===== src/hw/emu_pkg.sv =====
// Shared definitions for the emulator system-control glue
// FSM state types, bus widths and the per-speed PLL tables

`default_nettype none

package emu_pkg;

	// ========================================
	// Bus widths
	// ========================================
	localparam int MGMT_AW = 32;
	localparam int MGMT_DW = 32;
	localparam int CFG_AW  = 6;
	localparam int CFG_DW  = 32;

	// ========================================
	// Speed selection
	// ========================================
	localparam int SPEED_W    = 3;
	localparam int NUM_SPEEDS = 5;

	// PLL counter divider word for each speed
	localparam logic [15:0] SPEED_DIV [NUM_SPEEDS] = '{
		16'h0505, 16'h0504, 16'h1e1e, 16'h0f0f, 16'h0808
	};

	// Resulting core clock rate in Hz
	localparam logic [31:0] CLK_RATE [NUM_SPEEDS] = '{
		32'd90500000, 32'd100555490, 32'd15083323, 32'd30166647, 32'd56562463
	};

	// PLL reconfiguration register map
	localparam logic [CFG_AW-1:0] CFG_ADDR_MODE  = 6'd0;
	localparam logic [CFG_AW-1:0] CFG_ADDR_DIV   = 6'd5;
	localparam logic [CFG_AW-1:0] CFG_ADDR_START = 6'd2;

	// ========================================
	// FSM states
	// ========================================
	typedef enum logic [2:0] {
		MGMT_IDLE,
		MGMT_RD_REQ,
		MGMT_RD_WAIT,
		MGMT_WR_REQ,
		MGMT_WR_DONE
	} mgmt_state_t;

	typedef enum logic [2:0] {
		CFG_IDLE,
		CFG_WR_MODE,
		CFG_GAP_1,
		CFG_WR_DIV,
		CFG_GAP_2,
		CFG_WR_START
	} cfg_state_t;

endpackage

`default_nettype wire


===== src/hw/hps_mgmt_ctrl.sv =====
// Host to management bus bridge
// Each host read or write pulse becomes one bus transaction; io_wait holds the host

`timescale 1ns/1ps
`default_nettype none

module hps_mgmt_ctrl (
	input  wire                          CLK_50M,
	input  wire                          reset,

	// Host side
	input  wire                          host_rd,
	input  wire                          host_wr,
	input  wire  [emu_pkg::MGMT_AW-1:0]  host_addr,
	input  wire  [emu_pkg::MGMT_DW-1:0]  host_wdata,
	output logic [emu_pkg::MGMT_DW-1:0]  host_rdata,
	output logic                         io_wait,

	// Management bus master
	output logic                         mgmt_rd,
	output logic                         mgmt_we,
	output logic [emu_pkg::MGMT_AW-1:0]  mgmt_addr,
	output logic [emu_pkg::MGMT_DW-1:0]  mgmt_wdata,
	input  wire                          mgmt_waitrequest,
	input  wire  [emu_pkg::MGMT_DW-1:0]  mgmt_rdata,
	input  wire                          mgmt_rdvalid
);

	emu_pkg::mgmt_state_t state;

	// ========================================
	// Control FSM
	// ========================================
	always_ff @(posedge CLK_50M) begin
		if (reset) begin
			state   <= emu_pkg::MGMT_IDLE;
			io_wait <= 1'b0;
			mgmt_rd <= 1'b0;
			mgmt_we <= 1'b0;
		end else begin
			case (state)
				emu_pkg::MGMT_RD_REQ: begin
					mgmt_we <= 1'b0;
					mgmt_rd <= 1'b1;
					state   <= emu_pkg::MGMT_RD_WAIT;
				end
				emu_pkg::MGMT_RD_WAIT: begin
					// Command leaves the bus once the slave takes it
					if (!mgmt_waitrequest)
						mgmt_rd <= 1'b0;
					if (mgmt_rdvalid) begin
						mgmt_rd <= 1'b0;
						io_wait <= 1'b0;
						state   <= emu_pkg::MGMT_IDLE;
					end
				end
				emu_pkg::MGMT_WR_REQ: begin
					mgmt_rd <= 1'b0;
					mgmt_we <= 1'b1;
					state   <= emu_pkg::MGMT_WR_DONE;
				end
				emu_pkg::MGMT_WR_DONE: begin
					if (!mgmt_waitrequest) begin
						mgmt_we <= 1'b0;
						io_wait <= 1'b0;
						state   <= emu_pkg::MGMT_IDLE;
					end
				end
				default: begin
					state <= emu_pkg::MGMT_IDLE;
				end
			endcase

			// A new host request always restarts the sequence
			if (host_rd) begin
				io_wait <= 1'b1;
				state   <= emu_pkg::MGMT_RD_REQ;
			end else if (host_wr) begin
				io_wait <= 1'b1;
				state   <= emu_pkg::MGMT_WR_REQ;
			end
		end
	end

	// ========================================
	// Address, write data and read data
	// ========================================
	always_ff @(posedge CLK_50M) begin
		if (host_rd || host_wr) begin
			mgmt_addr  <= host_addr;
			mgmt_wdata <= host_wdata;
		end
		if (state == emu_pkg::MGMT_RD_WAIT && mgmt_rdvalid)
			host_rdata <= mgmt_rdata;
	end

	// Read and write never share the bus
	a_rd_we_excl: assert property (
		@(posedge CLK_50M) disable iff (reset)
		!(mgmt_rd && mgmt_we)
	);

	// Host stays stalled while a command or its read data is pending
	a_wait_busy: assert property (
		@(posedge CLK_50M) disable iff (reset)
		(mgmt_rd || mgmt_we || state == emu_pkg::MGMT_RD_WAIT) |-> io_wait
	);

endmodule

`default_nettype wire


===== src/hw/speed_reconfig.sv =====
// Core speed selection filter and PLL reconfiguration sequencer
// Every accepted speed change writes mode, divider and start to the PLL config port

`timescale 1ns/1ps
`default_nettype none

module speed_reconfig (
	input  wire                         CLK_50M,
	input  wire                         reset,
	input  wire  [emu_pkg::SPEED_W-1:0] speed_sel,

	// PLL config port
	output logic                        cfg_write,
	output logic [emu_pkg::CFG_AW-1:0]  cfg_addr,
	output logic [emu_pkg::CFG_DW-1:0]  cfg_data,
	input  wire                         cfg_waitrequest,

	output logic [31:0]                 clk_rate
);

	localparam logic [emu_pkg::SPEED_W-1:0] SPEED_CNT =
		emu_pkg::NUM_SPEEDS[emu_pkg::SPEED_W-1:0];

	logic [emu_pkg::SPEED_W-1:0] sel_q1;
	logic [emu_pkg::SPEED_W-1:0] sel_q2;
	logic [emu_pkg::SPEED_W-1:0] speed;
	logic [emu_pkg::SPEED_W-1:0] old_speed;
	logic                        chg_q;
	logic                        stall;
	emu_pkg::cfg_state_t         state;

	// Write in flight and not yet taken by the PLL
	assign stall = cfg_write & cfg_waitrequest;

	// ========================================
	// Selection filter and change detect
	// ========================================
	always_ff @(posedge CLK_50M) begin
		if (reset) begin
			sel_q1    <= '0;
			sel_q2    <= '0;
			speed     <= '0;
			old_speed <= '0;
			chg_q     <= 1'b0;
		end else begin
			sel_q1    <= speed_sel;
			sel_q2    <= sel_q1;
			// Accept only when two samples agree, unknown codes fall back to speed 0
			if (sel_q1 == sel_q2)
				speed <= (sel_q2 < SPEED_CNT) ? sel_q2 : '0;
			old_speed <= speed;
			// Change request held while a write is stalled
			chg_q     <= (speed != old_speed) | (chg_q & stall);
		end
	end

	assign clk_rate = emu_pkg::CLK_RATE[speed];

	// ========================================
	// Config write sequencer
	// ========================================
	always_ff @(posedge CLK_50M) begin
		if (reset) begin
			state     <= emu_pkg::CFG_IDLE;
			cfg_write <= 1'b0;
		end else if (!stall) begin
			cfg_write <= 1'b0;
			case (state)
				emu_pkg::CFG_WR_MODE: begin
					cfg_write <= 1'b1;
					state     <= emu_pkg::CFG_GAP_1;
				end
				emu_pkg::CFG_GAP_1:  state <= emu_pkg::CFG_WR_DIV;
				emu_pkg::CFG_WR_DIV: begin
					cfg_write <= 1'b1;
					state     <= emu_pkg::CFG_GAP_2;
				end
				emu_pkg::CFG_GAP_2:  state <= emu_pkg::CFG_WR_START;
				emu_pkg::CFG_WR_START: begin
					cfg_write <= 1'b1;
					state     <= emu_pkg::CFG_IDLE;
				end
				default: state <= emu_pkg::CFG_IDLE;
			endcase
			if (chg_q)
				state <= emu_pkg::CFG_WR_MODE;
		end
	end

	// Address and data follow the step being issued
	always_ff @(posedge CLK_50M) begin
		if (!stall) begin
			case (state)
				emu_pkg::CFG_WR_MODE: begin
					cfg_addr <= emu_pkg::CFG_ADDR_MODE;
					cfg_data <= '0;
				end
				emu_pkg::CFG_WR_DIV: begin
					cfg_addr <= emu_pkg::CFG_ADDR_DIV;
					cfg_data <= {{(emu_pkg::CFG_DW - 16){1'b0}}, emu_pkg::SPEED_DIV[speed]};
				end
				emu_pkg::CFG_WR_START: begin
					cfg_addr <= emu_pkg::CFG_ADDR_START;
					cfg_data <= '0;
				end
				default: ;
			endcase
		end
	end

	// A write waiting on the PLL keeps its address and data
	a_cfg_hold: assert property (
		@(posedge CLK_50M) disable iff (reset)
		stall |=> cfg_write && $stable(cfg_addr) && $stable(cfg_data)
	);

endmodule

`default_nettype wire


===== src/hw/reset_gen.sv =====
// System and CPU reset generation
// Host reset request is stretched; CPU reset adds button and keyboard sources

`timescale 1ns/1ps
`default_nettype none

module reset_gen #(
	parameter int STRETCH_LEN = 8
) (
	input  wire  CLK_50M,
	input  wire  reset,
	input  wire  rst_req,
	input  wire  user_button,
	input  wire  ps2_reset_n,
	output logic sys_reset,
	output logic cpu_reset
);

	logic                   req_q1;
	logic                   req_q2;
	logic                   req_rise;
	logic                   init_done;
	logic                   cpu_rst_q;
	logic [STRETCH_LEN-1:0] stretch;

	assign req_rise = req_q1 & ~req_q2;

	always_ff @(posedge CLK_50M) begin
		if (reset) begin
			req_q1    <= 1'b0;
			req_q2    <= 1'b0;
			init_done <= 1'b0;
			cpu_rst_q <= 1'b0;
			stretch   <= '0;
		end else begin
			req_q1    <= rst_req;
			req_q2    <= req_q1;
			cpu_rst_q <= user_button | rst_req | ~ps2_reset_n;
			// Ones shift out of the top, so the MSB stays set for STRETCH_LEN cycles
			if (req_rise) begin
				stretch   <= '1;
				init_done <= 1'b1;
			end else begin
				stretch <= stretch << 1;
			end
		end
	end

	// Held in reset until the host issues its first request
	assign sys_reset = stretch[STRETCH_LEN-1] | ~init_done | reset;
	assign cpu_reset = sys_reset | cpu_rst_q;

	a_stretch: assert property (
		@(posedge CLK_50M) disable iff (reset)
		req_rise |=> sys_reset [*STRETCH_LEN]
	);

endmodule

`default_nettype wire


===== src/hw/activity_led.sv =====
// Activity LED pulse stretcher
// LED stays lit for HOLD_CYCLES after the last active cycle

`timescale 1ns/1ps
`default_nettype none

module activity_led #(
	parameter int HOLD_CYCLES = 4500000
) (
	input  wire  CLK_50M,
	input  wire  reset,
	input  wire  activity,
	output logic led
);

	localparam int CNT_W = $clog2(HOLD_CYCLES + 1);

	logic [CNT_W-1:0] hold_cnt;

	always_ff @(posedge CLK_50M) begin
		if (reset) begin
			hold_cnt <= '0;
			led      <= 1'b0;
		end else begin
			led <= (hold_cnt != '0);
			if (activity)
				hold_cnt <= CNT_W'(HOLD_CYCLES);
			else if (hold_cnt != '0)
				hold_cnt <= hold_cnt - CNT_W'(1);
		end
	end

endmodule

`default_nettype wire


===== src/hw/emu_sys_ctrl.sv =====
// Emulator system-control top level
// Bridge, PLL speed sequencer, reset generator and disk activity LEDs

`timescale 1ns/1ps
`default_nettype none

module emu_sys_ctrl #(
	parameter int STRETCH_LEN = 8,
	parameter int HOLD_CYCLES = 4500000
) (
	input  wire                          CLK_50M,
	input  wire                          reset,

	// Host requests
	input  wire                          host_rd,
	input  wire                          host_wr,
	input  wire  [emu_pkg::MGMT_AW-1:0]  host_addr,
	input  wire  [emu_pkg::MGMT_DW-1:0]  host_wdata,
	output logic [emu_pkg::MGMT_DW-1:0]  host_rdata,
	output logic                         io_wait,

	// Management bus
	output logic                         mgmt_rd,
	output logic                         mgmt_we,
	output logic [emu_pkg::MGMT_AW-1:0]  mgmt_addr,
	output logic [emu_pkg::MGMT_DW-1:0]  mgmt_wdata,
	input  wire                          mgmt_waitrequest,
	input  wire  [emu_pkg::MGMT_DW-1:0]  mgmt_rdata,
	input  wire                          mgmt_rdvalid,

	// Speed and PLL config
	input  wire  [emu_pkg::SPEED_W-1:0]  speed_sel,
	output logic                         cfg_write,
	output logic [emu_pkg::CFG_AW-1:0]   cfg_addr,
	output logic [emu_pkg::CFG_DW-1:0]   cfg_data,
	input  wire                          cfg_waitrequest,
	output logic [31:0]                  clk_rate,

	// Resets
	input  wire                          rst_req,
	input  wire                          user_button,
	input  wire                          ps2_reset_n,
	output logic                         sys_reset,
	output logic                         cpu_reset,

	// Disk activity
	input  wire                          disk_device,
	output logic                         led_hdd,
	output logic                         led_fdd
);

	logic hdd_act;
	logic fdd_act;

	// Disk transfers run through the bridge, device picks the LED
	assign hdd_act = io_wait & disk_device;
	assign fdd_act = io_wait & ~disk_device;

	hps_mgmt_ctrl u_mgmt (
		.CLK_50M          (CLK_50M),
		.reset            (reset),
		.host_rd          (host_rd),
		.host_wr          (host_wr),
		.host_addr        (host_addr),
		.host_wdata       (host_wdata),
		.host_rdata       (host_rdata),
		.io_wait          (io_wait),
		.mgmt_rd          (mgmt_rd),
		.mgmt_we          (mgmt_we),
		.mgmt_addr        (mgmt_addr),
		.mgmt_wdata       (mgmt_wdata),
		.mgmt_waitrequest (mgmt_waitrequest),
		.mgmt_rdata       (mgmt_rdata),
		.mgmt_rdvalid     (mgmt_rdvalid)
	);

	speed_reconfig u_speed (
		.CLK_50M         (CLK_50M),
		.reset           (reset),
		.speed_sel       (speed_sel),
		.cfg_write       (cfg_write),
		.cfg_addr        (cfg_addr),
		.cfg_data        (cfg_data),
		.cfg_waitrequest (cfg_waitrequest),
		.clk_rate        (clk_rate)
	);

	reset_gen #(
		.STRETCH_LEN (STRETCH_LEN)
	) u_rst (
		.CLK_50M     (CLK_50M),
		.reset       (reset),
		.rst_req     (rst_req),
		.user_button (user_button),
		.ps2_reset_n (ps2_reset_n),
		.sys_reset   (sys_reset),
		.cpu_reset   (cpu_reset)
	);

	activity_led #(
		.HOLD_CYCLES (HOLD_CYCLES)
	) u_led_hdd (
		.CLK_50M  (CLK_50M),
		.reset    (reset),
		.activity (hdd_act),
		.led      (led_hdd)
	);

	activity_led #(
		.HOLD_CYCLES (HOLD_CYCLES)
	) u_led_fdd (
		.CLK_50M  (CLK_50M),
		.reset    (reset),
		.activity (fdd_act),
		.led      (led_fdd)
	);

endmodule

`default_nettype wire


===== config.mk =====
export PLATFORM = sky130hd
export DESIGN_NAME = emu_sys_ctrl
export DESIGN_NICKNAME = d
export VERILOG_FILES = /design/src/hw/emu_pkg.sv /design/src/hw/hps_mgmt_ctrl.sv /design/src/hw/speed_reconfig.sv /design/src/hw/reset_gen.sv /design/src/hw/activity_led.sv /design/src/hw/emu_sys_ctrl.sv
export SDC_FILE = /design/constraint.sdc
export NUM_CORES = 1
export LEC_CHECK = 0
export BUFFER_PORTS_ARGS = -buffer_cell sky130_fd_sc_hd__buf_2
export CORE_UTILIZATION = 50
export CTS_CLUSTER_SIZE = 25
export DETAILED_ROUTE_END_ITERATION = 8
export PLACE_DENSITY = 0.88
export SYNTH_ARGS = -nofsm -noshare
export SYNTH_HDL_FRONTEND = slang
export SYNTH_SLANG_ARGS = --single-unit
export TNS_END_PERCENT = 10

===== constraint.sdc =====
create_clock -name CLK_50M -period 6.1 [get_ports CLK_50M]
set_clock_uncertainty 0.05 [all_clocks]
set_input_delay 1.22 -clock CLK_50M [delete_from_list [all_inputs] [get_ports CLK_50M]]
set_output_delay 1.22 -clock CLK_50M [all_outputs]
set_load 0.01 [all_outputs]

# Word level (Yosys, flattened, before mapping)
# Memories as Yosys holds them, arrays and structs flattened.
# Index checks and enable logic that the tools add are counted.
# totals
regBits	217
mem_bits_ro	384
in_bits	110
elab_cells	123
memories	2
# classes
n_addsub	2
n_lt_le_gt_ge	2
n_eq_ne	18
n_mux	28
bitwise	17
n_reduce_logical	25
# memory_table
memory	depth	word_bits	read_ports	rd_ports_with_merged_regs	write_ports	line	text
(no name shown)	8	32	1	0	0	speed_reconfig.sv:57	assign clk_rate = emu_pkg::CLK_RATE[speed];
(no name shown)	8	16	1	0	0	speed_reconfig.sv:100	cfg_data <= {{(emu_pkg::CFG_DW - 16){1'b0}}, emu_pkg::SPEED_DIV[speed]};
# op_table
operator	n
$mux 23	4
$mux 32	2
$pmux 32 s2	1
$reduce_bool 23->1	2
$sub 23x1->23 const B	2
$mux 16	2
$pmux 3 s4	2
$pmux 6 s3	1
$reduce_and 2->1	7
$eq 3x2->1 const B	4
$mux 3	4
$eq 3x3->1 const B	3
$ne 3x3->1 const B	3
$reduce_bool 3->1	3
$mux 8	1
$ne 4x4->1 const B	2
$reduce_or 2->1	4
$mux 1	7
$eq 3x1->1 const B	2
$or 1x1->1	6
$pmux 1 s3	2
$reduce_bool 2->1	3
$reduce_or 3->1	2
$and 1x1->1	5
other kinds (13)	18

# Depth between registers and ports, before layout
# Gate-level depths: netlist of the first run.
# logic_depth
depth_word	5
depth_mapped	8

# By module
# Synthesis of the first run repeated with hierarchy kept, for this count alone.
# unflattened
hier_cells	639
area_unflattened_um2	7638.6
# modules_own_cells
module	instances	cells_per_inst	area_per_inst_um2	seq_area_each_um2
hps_mgmt_ctrl	1	127	3178.0	3002.9
activity_led	2	158	1330.0	480.5
speed_reconfig	1	156	1420.1	580.6
reset_gen	1	38	364.1	240.2
emu_sys_ctrl	1	2	16.3	0.0

# Worst setup path before layout of the first run
# OpenSTA, ideal clock, no wires.
# synth_path
kind	input port to output port
from	input port reset
to	output port cpu_reset
arrival_time_ns	1.885
slack_ns	2.945
stages	3
cell_sequence	clkbuf_1 nand2b_1 or3_1
# synth_via
elab_chain_len	2
# synth_lines
element	line	text
start, declared	emu_sys_ctrl.sv:12	input wire reset,
$or 1x1->1	reset_gen.sv:50	assign sys_reset = stretch[STRETCH_LEN-1] | ~init_done | reset;
$or 1x1->1	reset_gen.sv:51	assign cpu_reset = sys_reset | cpu_rst_q;
end, declared	emu_sys_ctrl.sv:44	output logic cpu_reset,
# Every way passes these cells.

# Worst setup path in the final report of the first run
# Ends and elaborated chain as after synthesis.

==> flow_summary.json, run 1 <==
{
  "cp_max_fo": 54,
  "syn_to_final_growth_pct": 24.1,
  "chipWidth_um": 123,
  "wirelength_um": 17500,
  "cts-resized-gates": 0,
  "holdWs_ps": 388,
  "synthFlopType": "edfxtp_1",
  "critPathArrivalTime_ps": 2380,
  "crit_slowest_cell": "buf_2",
  "synthesis.area_um2": 7330,
  "worstPathCellList": "buf_2 > nand2b_1 > or3_1 > buf_2",
  "nets": 959,
  "crit_buf_inv": 2,
  "yosys_warnings": 0,
  "status": "finished, final reports clean",
  "numCtsBuffers": 17,
  "crit_family": "buffers and inverters",
  "post-route-period-util": 0.598,
  "syn-mean-instance-area_um2": 12.2,
  "max_freq_mhz": 274,
  "first_pass_iters": 4,
  "synthArstFlopShare": 0,
  "power.density_nw_per_um2": 414,
  "synth_edf_count": 104,
  "postRouteAntennaNets": 0,
  "hp-class": "register to register",
  "fin_area_um2": 9100,
  "cts_tree": "yes",
  "port_buffers": 250,
  "rsz0062_at_grt": "false",
  "placed_cells": 1000,
  "max-slew-margin-rel": 0.374,
  "grt_max_degree": 65,
  "finalSetupTns_ps": 0,
  "p_leak_nw": 3.83,
  "slowest_delay_ps": 700,
  "clkLatencyLatePin_ps": 420,
  "switching_share": 0.321,
  "tightest_slew_ps": 939,
  "cap_violations": 0,
  "synth_seq_cells": 187,
  "start_util": 0.520,
  "place_area_um2": 8530,
  "required_ps": 4830,
  "gp_congestion": 0.850,
  "hold_path_end": "u_rst.stretch[7]$_SDFF_PP0_",
  "grt_pass1_wl_um": 25500,
  "track_usage": 0.230,
  "period_minus_slack_ps": 3650,
  "htreeDepth": 4,
  "fin_cells": 1032,
  "hp-start": "u_rst.stretch[6]$_SDFF_PP0_",
  "setup_viol_count_final": 0,
  "critPathKind": "input port to primary output",
  "fillers": 1044,
  "min_path_cells": 2,
  "worstSetupStartpointType": "input port",
  "drive_gt1_frac": 0.350,
  "drc": 0,
  "ys_types": 55,
  "place_ws_ps": 2460,
  "yosysSeqAreaShare": 0.653,
  "wl_per_cell_um": 17.0,
  "rows": 43,
  "core_region_area_um2": 14100,
  "grt-ovfl-total": 0,
  "synthCells": 601,
  "grt_pass1_vias": 4867,
  "n_antenna_cell": 0,
  "r2r-start": "u_led_fdd.hold_cnt[11]$_SDFFE_PP0P_",
  "seqPwrFrac": 0.443,
  "ff2ff_path_depth": 5,
  "die_area_um2": 15100,
  "crit_path_end_kind": "primary output",
  "p_int_mw": 2.56,
  "combPwrFrac": 0.279,
  "antenna_found_initial": 2,
  "clockPowerShare": 0.278,
  "setup_slack_ps": 2450,
  "reg2reg_to": "u_led_fdd.hold_cnt[21]$_SDFFE_PP0P_",
  "clkTransAtPathRegs_ps": 60,
  "hold_viol_final": 0,
  "cts_hold_buf": 0,
  "p_switching_mw": 1.21,
  "cts_setup_buffers": 0,
  "crit_path_frequent_cell": "buf_2",
  "io_pins": 284,
  "vias": 5205,
  "finalMaxSlewViolations": 0,
  "vdd_ir_drop_max_mv": 0.220,
  "cts.sinks": 187,
  "die-height_um": 123,
  "max-clock-path-buffers": 2,
  "dp_hpwl_um": 13000,
  "vias_per_cell": 5.04,
  "cts_root_buffer": "clkbuf_16",
  "reg2reg_slack_ps": 3810,
  "drt-initial-drc-count": 427
}
## per-stage QoR
stage                util  total power [mW]
floorplan               -              2.49
global placement    0.605              2.68
detailed placement  0.605              2.73
CTS                 0.645              3.78
global route        0.645              3.98
finish              0.645              3.77
## placed cells by master (no fill, tap or decap), types with 4 or more instances in the layout
| master | instances |
|---|---|
| nand4_1 | 8 |
| a31oi_1 | 5 |
| a211oi_1 | 5 |
| nor3b_1 | 4 |
| inv_1 | 22 |
| xor2_1 | 10 |
| buf_2 | 250 |
| nand3_1 | 7 |
| nor4_1 | 16 |
| a21oi_1 | 31 |
| nor2_1 | 67 |
| or2_2 | 5 |
| nand2_1 | 22 |
| clkinv_2 | 5 |
| nor2b_1 | 12 |
| conb_1 | 33 |
| xnor2_1 | 25 |
| nor3_1 | 17 |
| clkbuf_16 | 19 |
| nand2b_1 | 10 |
| ha_1 | 10 |
| or3_1 | 11 |
| edfxtp_1 | 104 |
| dfxtp_1 | 83 |
| o21ai_0 | 15 |
## power by group through the flow
stage	Sequential (mW)	Combinational [mW]	Clock, mW
final	1.67	1.05	1.05
after global placement	1.68	1.00	0
after global routing	1.69	1.16	1.12
after CTS	1.67	1.05	1.06
after detailed placement	1.69	1.04	0
after floorplan	1.69	0.806	0
## worst max path at each step
stage	start	depth (start not counted)	end	slack [ps]
2_1_floorplan	reset	3	cpu_reset	2940
3_3_place_gp	reset	4	cpu_reset	2460
3_5_place_dp	reset	4	sys_reset	2460
4_1_cts	reset	4	cpu_reset	2440
5_1_grt	reset	4	cpu_reset	2310
6_report	reset	4	cpu_reset	2450
## kinds of logic (layout without fill, tap and decap cells)
family	count (synthesis)	after routing	share of synthesized area
fa+ha+maj	10	10	0.0171
other cells	2	33	0.00102
compound gates	76	76	0.0652
xor+xnor	35	35	0.0418
buf+inv	85	305	0.0669
simple gates	206	206	0.155
flops	187	187	0.653
## metal layers
layer,vias to the layer above,GRT usage,wire (um)
met5,-,0,27
met2,196,0.409,9210
met1,2444,0.259,6650
met4,4,0.0768,350
met3,30,0.0724,1310
li1,2531,-,-
## area by class of cell
cell class	count	area [um2]	share of cell area
sequential	187	4780	0.526
multi-input combinational	360	2170	0.239
timing repair buffer	252	1270	0.139
clock buffer	23	500	0.0550
tap	180	225	0.0248
inverter	21	78.8	0.00867
clock inverter	9	68.8	0.00757
## worst reg2reg max path, cell delays in order, from the launching register on
cell,delay (ps)
dfxtp_1,350
nor4_1,590
nand4_1,330
nor4_2,480
a21oi_1,140
a31o_2,240
## synthesized netlist by cell type (all sizes together), types with 2 or more instances
master  number  area, um2
inv         21       78.8
nor4b        3       32.5
o41ai        3       26.3
o211ai       2       15.0
a221oi       3       26.3
and4         2       17.5
o21ai       15       75.1
nor2b       12       75.1
buf         48        352
conb         2       7.51
a31o         2       17.5
nand4        8       50.1
nand2       22       82.6
a21oi       31        155
xnor2       25        219
ha          10        125
clkbuf      16       60.1
nor2        69        267
nand2b      10       62.6
nand3b       3       22.5
o31ai        4       43.8
a31oi        5       31.3
xor2        10       87.6
nor3b        4       30.0
or2          7       46.3
dfxtp       83       1660
edfxtp     104       3120
or4          2       15.0
nor3        18        101
nor4        19        155
nand3        7       35.0
or3         12       80.1
a211oi       5       37.5
and2         5       31.3
## sequential cells by signal, indices dropped and copies added, names as in the netlist, 6 cells and up
name,flops
u_led_fdd.hold_cnt,23
u_led_hdd.hold_cnt,23
u_mgmt.host_rdata,32
u_mgmt.mgmt_addr,32
u_mgmt.mgmt_wdata,32
u_rst.stretch,8
u_speed.cfg_data,6
No activity file was read; power rests on OpenSTA's default activity.
==> inputs of run 2 (changes only) <==
--- a/config.mk
+++ b/config.mk
@@ -5,11 +5,12 @@
 export SDC_FILE = /design/constraint.sdc
 export NUM_CORES = 1
 export LEC_CHECK = 0
+export ABC_AREA = 1
 export BUFFER_PORTS_ARGS = -buffer_cell sky130_fd_sc_hd__buf_2
-export CORE_UTILIZATION = 50
+export CORE_UTILIZATION = 44
 export CTS_CLUSTER_SIZE = 25
 export DETAILED_ROUTE_END_ITERATION = 8
-export PLACE_DENSITY = 0.88
+export PLACE_DENSITY = 0.82
 export SYNTH_ARGS = -nofsm -noshare
 export SYNTH_HDL_FRONTEND = slang
 export SYNTH_SLANG_ARGS = --single-unit
==> constraint.sdc (replaced) <==
create_clock -name CLK_50M -period 3.16 [get_ports CLK_50M]
set_clock_uncertainty 0.05 [all_clocks]
set_input_delay 0.632 -clock CLK_50M [delete_from_list [all_inputs] [get_ports CLK_50M]]
set_output_delay 0.632 -clock CLK_50M [all_outputs]
set_load 0.01 [all_outputs]
==> flow_summary.json, run 2 <==
{
  "die_area_um2": 17800,
  "gp_congestion": 0.867,
  "port_buffers": 250,
  "regArea_um2": 4780,
  "worstSetupStartpointType": "register",
  "synthesis.area_um2": 7600,
  "reg2reg_slack_ps": 1160,
  "drive_gt1_frac": 0.320,
  "cts_root_buffer": "clkbuf_16",
  "start_util": 0.455,
  "setup_viol_count_final": 0,
  "postRouteAntennaNets": 0,
  "chipWidth_um": 133,
  "final_cell_mix": "250 x buf_2, 128 x nor2_1, 116 x nand2_1",
  "synthFlopType": "edfxtp_1",
  "rows": 47,
  "finalMaxSlewViolations": 0,
  "yosysMostFrequentCell": "nor2_1",
  "synth.area.top_cells": "edfxtp_1 41%, dfxtp_1 22%, nor2_1 6.4%",
  "synthArstFlopShare": 0,
  "post-route-period-util": 0.767,
  "track_usage": 0.186,
  "synthTopCellsByCount": "129 x nor2_1, 116 x nand2_1, 104 x edfxtp_1",
  "cts_tree": "yes",
  "critPathArrivalTime_ps": 1740,
  "finalSetupTns_ps": 0,
  "clkLatencyLatePin_ps": 420,
  "cap_violations": 0,
  "clkTransAtPathRegs_ps": 70,
  "cts_setup_buffers": 0,
  "cp_max_fo": 7,
  "vias_per_cell": 4.63,
  "wirelength_um": 16800,
  "max_freq_mhz": 412,
  "synth_edf_count": 104,
  "max-slew-margin-rel": 0.452,
  "ff2ff_path_depth": 7,
  "final_common_cell": "buf_2",
  "syn_to_final_growth_pct": 24.5,
  "hold_path_end": "u_rst.cpu_rst_q$_SDFF_PP0_",
  "cts-resized-gates": 0,
  "min_path_cells": 2,
  "cts_hold_buf": 0,
  "power.density_nw_per_um2": 832,
  "grt_pass1_wl_um": 25700,
  "antenna_found_initial": 1,
  "drc": 0,
  "yosys.area.top_type": "edfxtp_1",
  "rsz0062_at_grt": "false",
  "place_ws_ps": 946,
  "dp_hpwl_um": 12600,
  "synthCells": 741,
  "grt_max_degree": 65,
  "vias": 5653,
  "htreeDepth": 4,
  "r2r-start": "u_led_hdd.hold_cnt[0]$_SDFFE_PP0P_",
  "synth_seq_cells": 187,
  "n_antenna_cell": 0,
  "fillers": 1457,
  "grt_pass1_vias": 5101,
  "vdd_ir_drop_max_mv": 0.586,
  "place_area_um2": 8890,
  "status": "finished, final reports clean",
  "die-height_um": 133,
  "period_minus_slack_ps": 2420,
  "multiInputGateArea_um2": 2320,
  "numCtsBuffers": 17,
  "first_pass_iters": 4,
  "reg2reg_to": "u_led_hdd.hold_cnt[0]$_SDFFE_PP0P_",
  "setup_slack_ps": 735,
  "core_region_area_um2": 16700,
  "drt-initial-drc-count": 235,
  "hp-start": "ps2_reset_n",
  "cts.sinks": 187,
  "tightest_slew_ps": 820,
  "io_pins": 284,
  "ys_types": 34,
  "reg_top3": "u_mgmt.host_rdata (32), u_mgmt.mgmt_addr (32), u_mgmt.mgmt_wdata (32)",
  "synth_top_area_frac": 0.411,
  "grt-ovfl-total": 0,
  "crit_path_end_kind": "primary output",
  "critPathKind": "register to primary output",
  "nets": 1107,
  "required_ps": 2480,
  "yosys_warnings": 0,
  "wl_per_cell_um": 13.7,
  "hold_viol_final": 0,
  "max-clock-path-buffers": 2,
  "p_leak_nw": 4.36,
  "fin_area_um2": 9470,
  "syn-mean-instance-area_um2": 10.3,
  "yosysSeqAreaShare": 0.629,
  "hp-class": "input port to register"
}
## run 2: cell types whose count changed after synthesis, moves of 7 or more
cell      before  now
clkbuf_1      16    9
inv_1         21   57
nand2_1       22  116
nand2b_1      10    0
nand3_1        7   44
nor2_1        68  129
nor2_2         0   16
nor2b_1       12    0
nor3_1        17    6
nor4_1        16    0
or3_1         11    0
## run 2: through the flow
stage | util | cells | power [mW] | hold WS [ps]
after global placement | 0.532 | 1188 | 5.81 | 356
final | 0.567 | 1220 | 7.87 | 326
after CTS | 0.567 | 1220 | 7.92 | 306
after floorplan | - | 772 | 5.31 | 352
after global routing | 0.567 | 1220 | 8.44 | 308
after detailed placement | 0.532 | 1188 | 5.87 | 369
## run 2: worst max-delay path, stage by stage, from the launching register on
cell	delay (ps)
dfxtp_1	420
inv_1	160
ha_1	310
or2_2	280
buf_2	140
## run 2: final cells by class
class,count,area share
Timing Repair Buffer,254,0.137
Tap cell,220,0.0291
Clock inverter,12,0.0145
Inverter,58,0.0230
Sequential cell,187,0.505
Clock buffer,20,0.0461
Multi-Input combinational cell,469,0.245
## run 2: routing by layer
metal | wire, um | global-route usage | share of wire | vias up
li1 | - | - | - | 2842
met1 | 6750 | 0.226 | 0.40 | 2583
met2 | 8470 | 0.315 | 0.51 | 200
met3 | 1160 | 0.0464 | 0.069 | 26
met4 | 371 | 0.0783 | 0.022 | 2
met5 | 13 | 0 | 0.00078 | -
## run 2: worst max-delay path by stage
| stage | startpoint | end | slack, ps | cells after the start |
|---|---|---|---|---|
| 3_5_place_dp | reset | cpu_reset | 950 | 6 |
| 3_3_place_gp | reset | cpu_reset | 960 | 6 |
| 2_1_floorplan | mgmt_rdvalid | u_mgmt.host_rdata[0]$_DFFE_PP_ | 640 | 2 |
| 4_1_cts | u_speed.speed[0]$_SDFFE_PP0N_ | clk_rate[17] | 710 | 4 |
| 6_report | u_speed.speed[0]$_SDFFE_PP0N_ | clk_rate[17] | 740 | 4 |
| 5_1_grt | u_speed.speed[0]$_SDFFE_PP0N_ | clk_rate[17] | 640 | 4 |
## run 2: cells by family (layout without fill, tap and decap cells)
group / after synthesis / after routing / synth area share
AOI/OAI and AO/OA: 55 / 55 / 0.0405
xor gates and xnor gates: 31 / 31 / 0.0357
adders and majority gates: 10 / 10 / 0.0165
buffers and inverters: 116 / 344 / 0.0810
DFF: 187 / 187 / 0.629
other: 2 / 33 / 0.000988
and+or+nand+nor: 340 / 340 / 0.196
## run 2: power breakdown
part / total [mW] / switching, mW / internal, mW
sequential: 3.23 / 0.295 / 2.94
clock: 2.03 / 0.921 / 1.11
combinational: 2.61 / 1.62 / 0.989
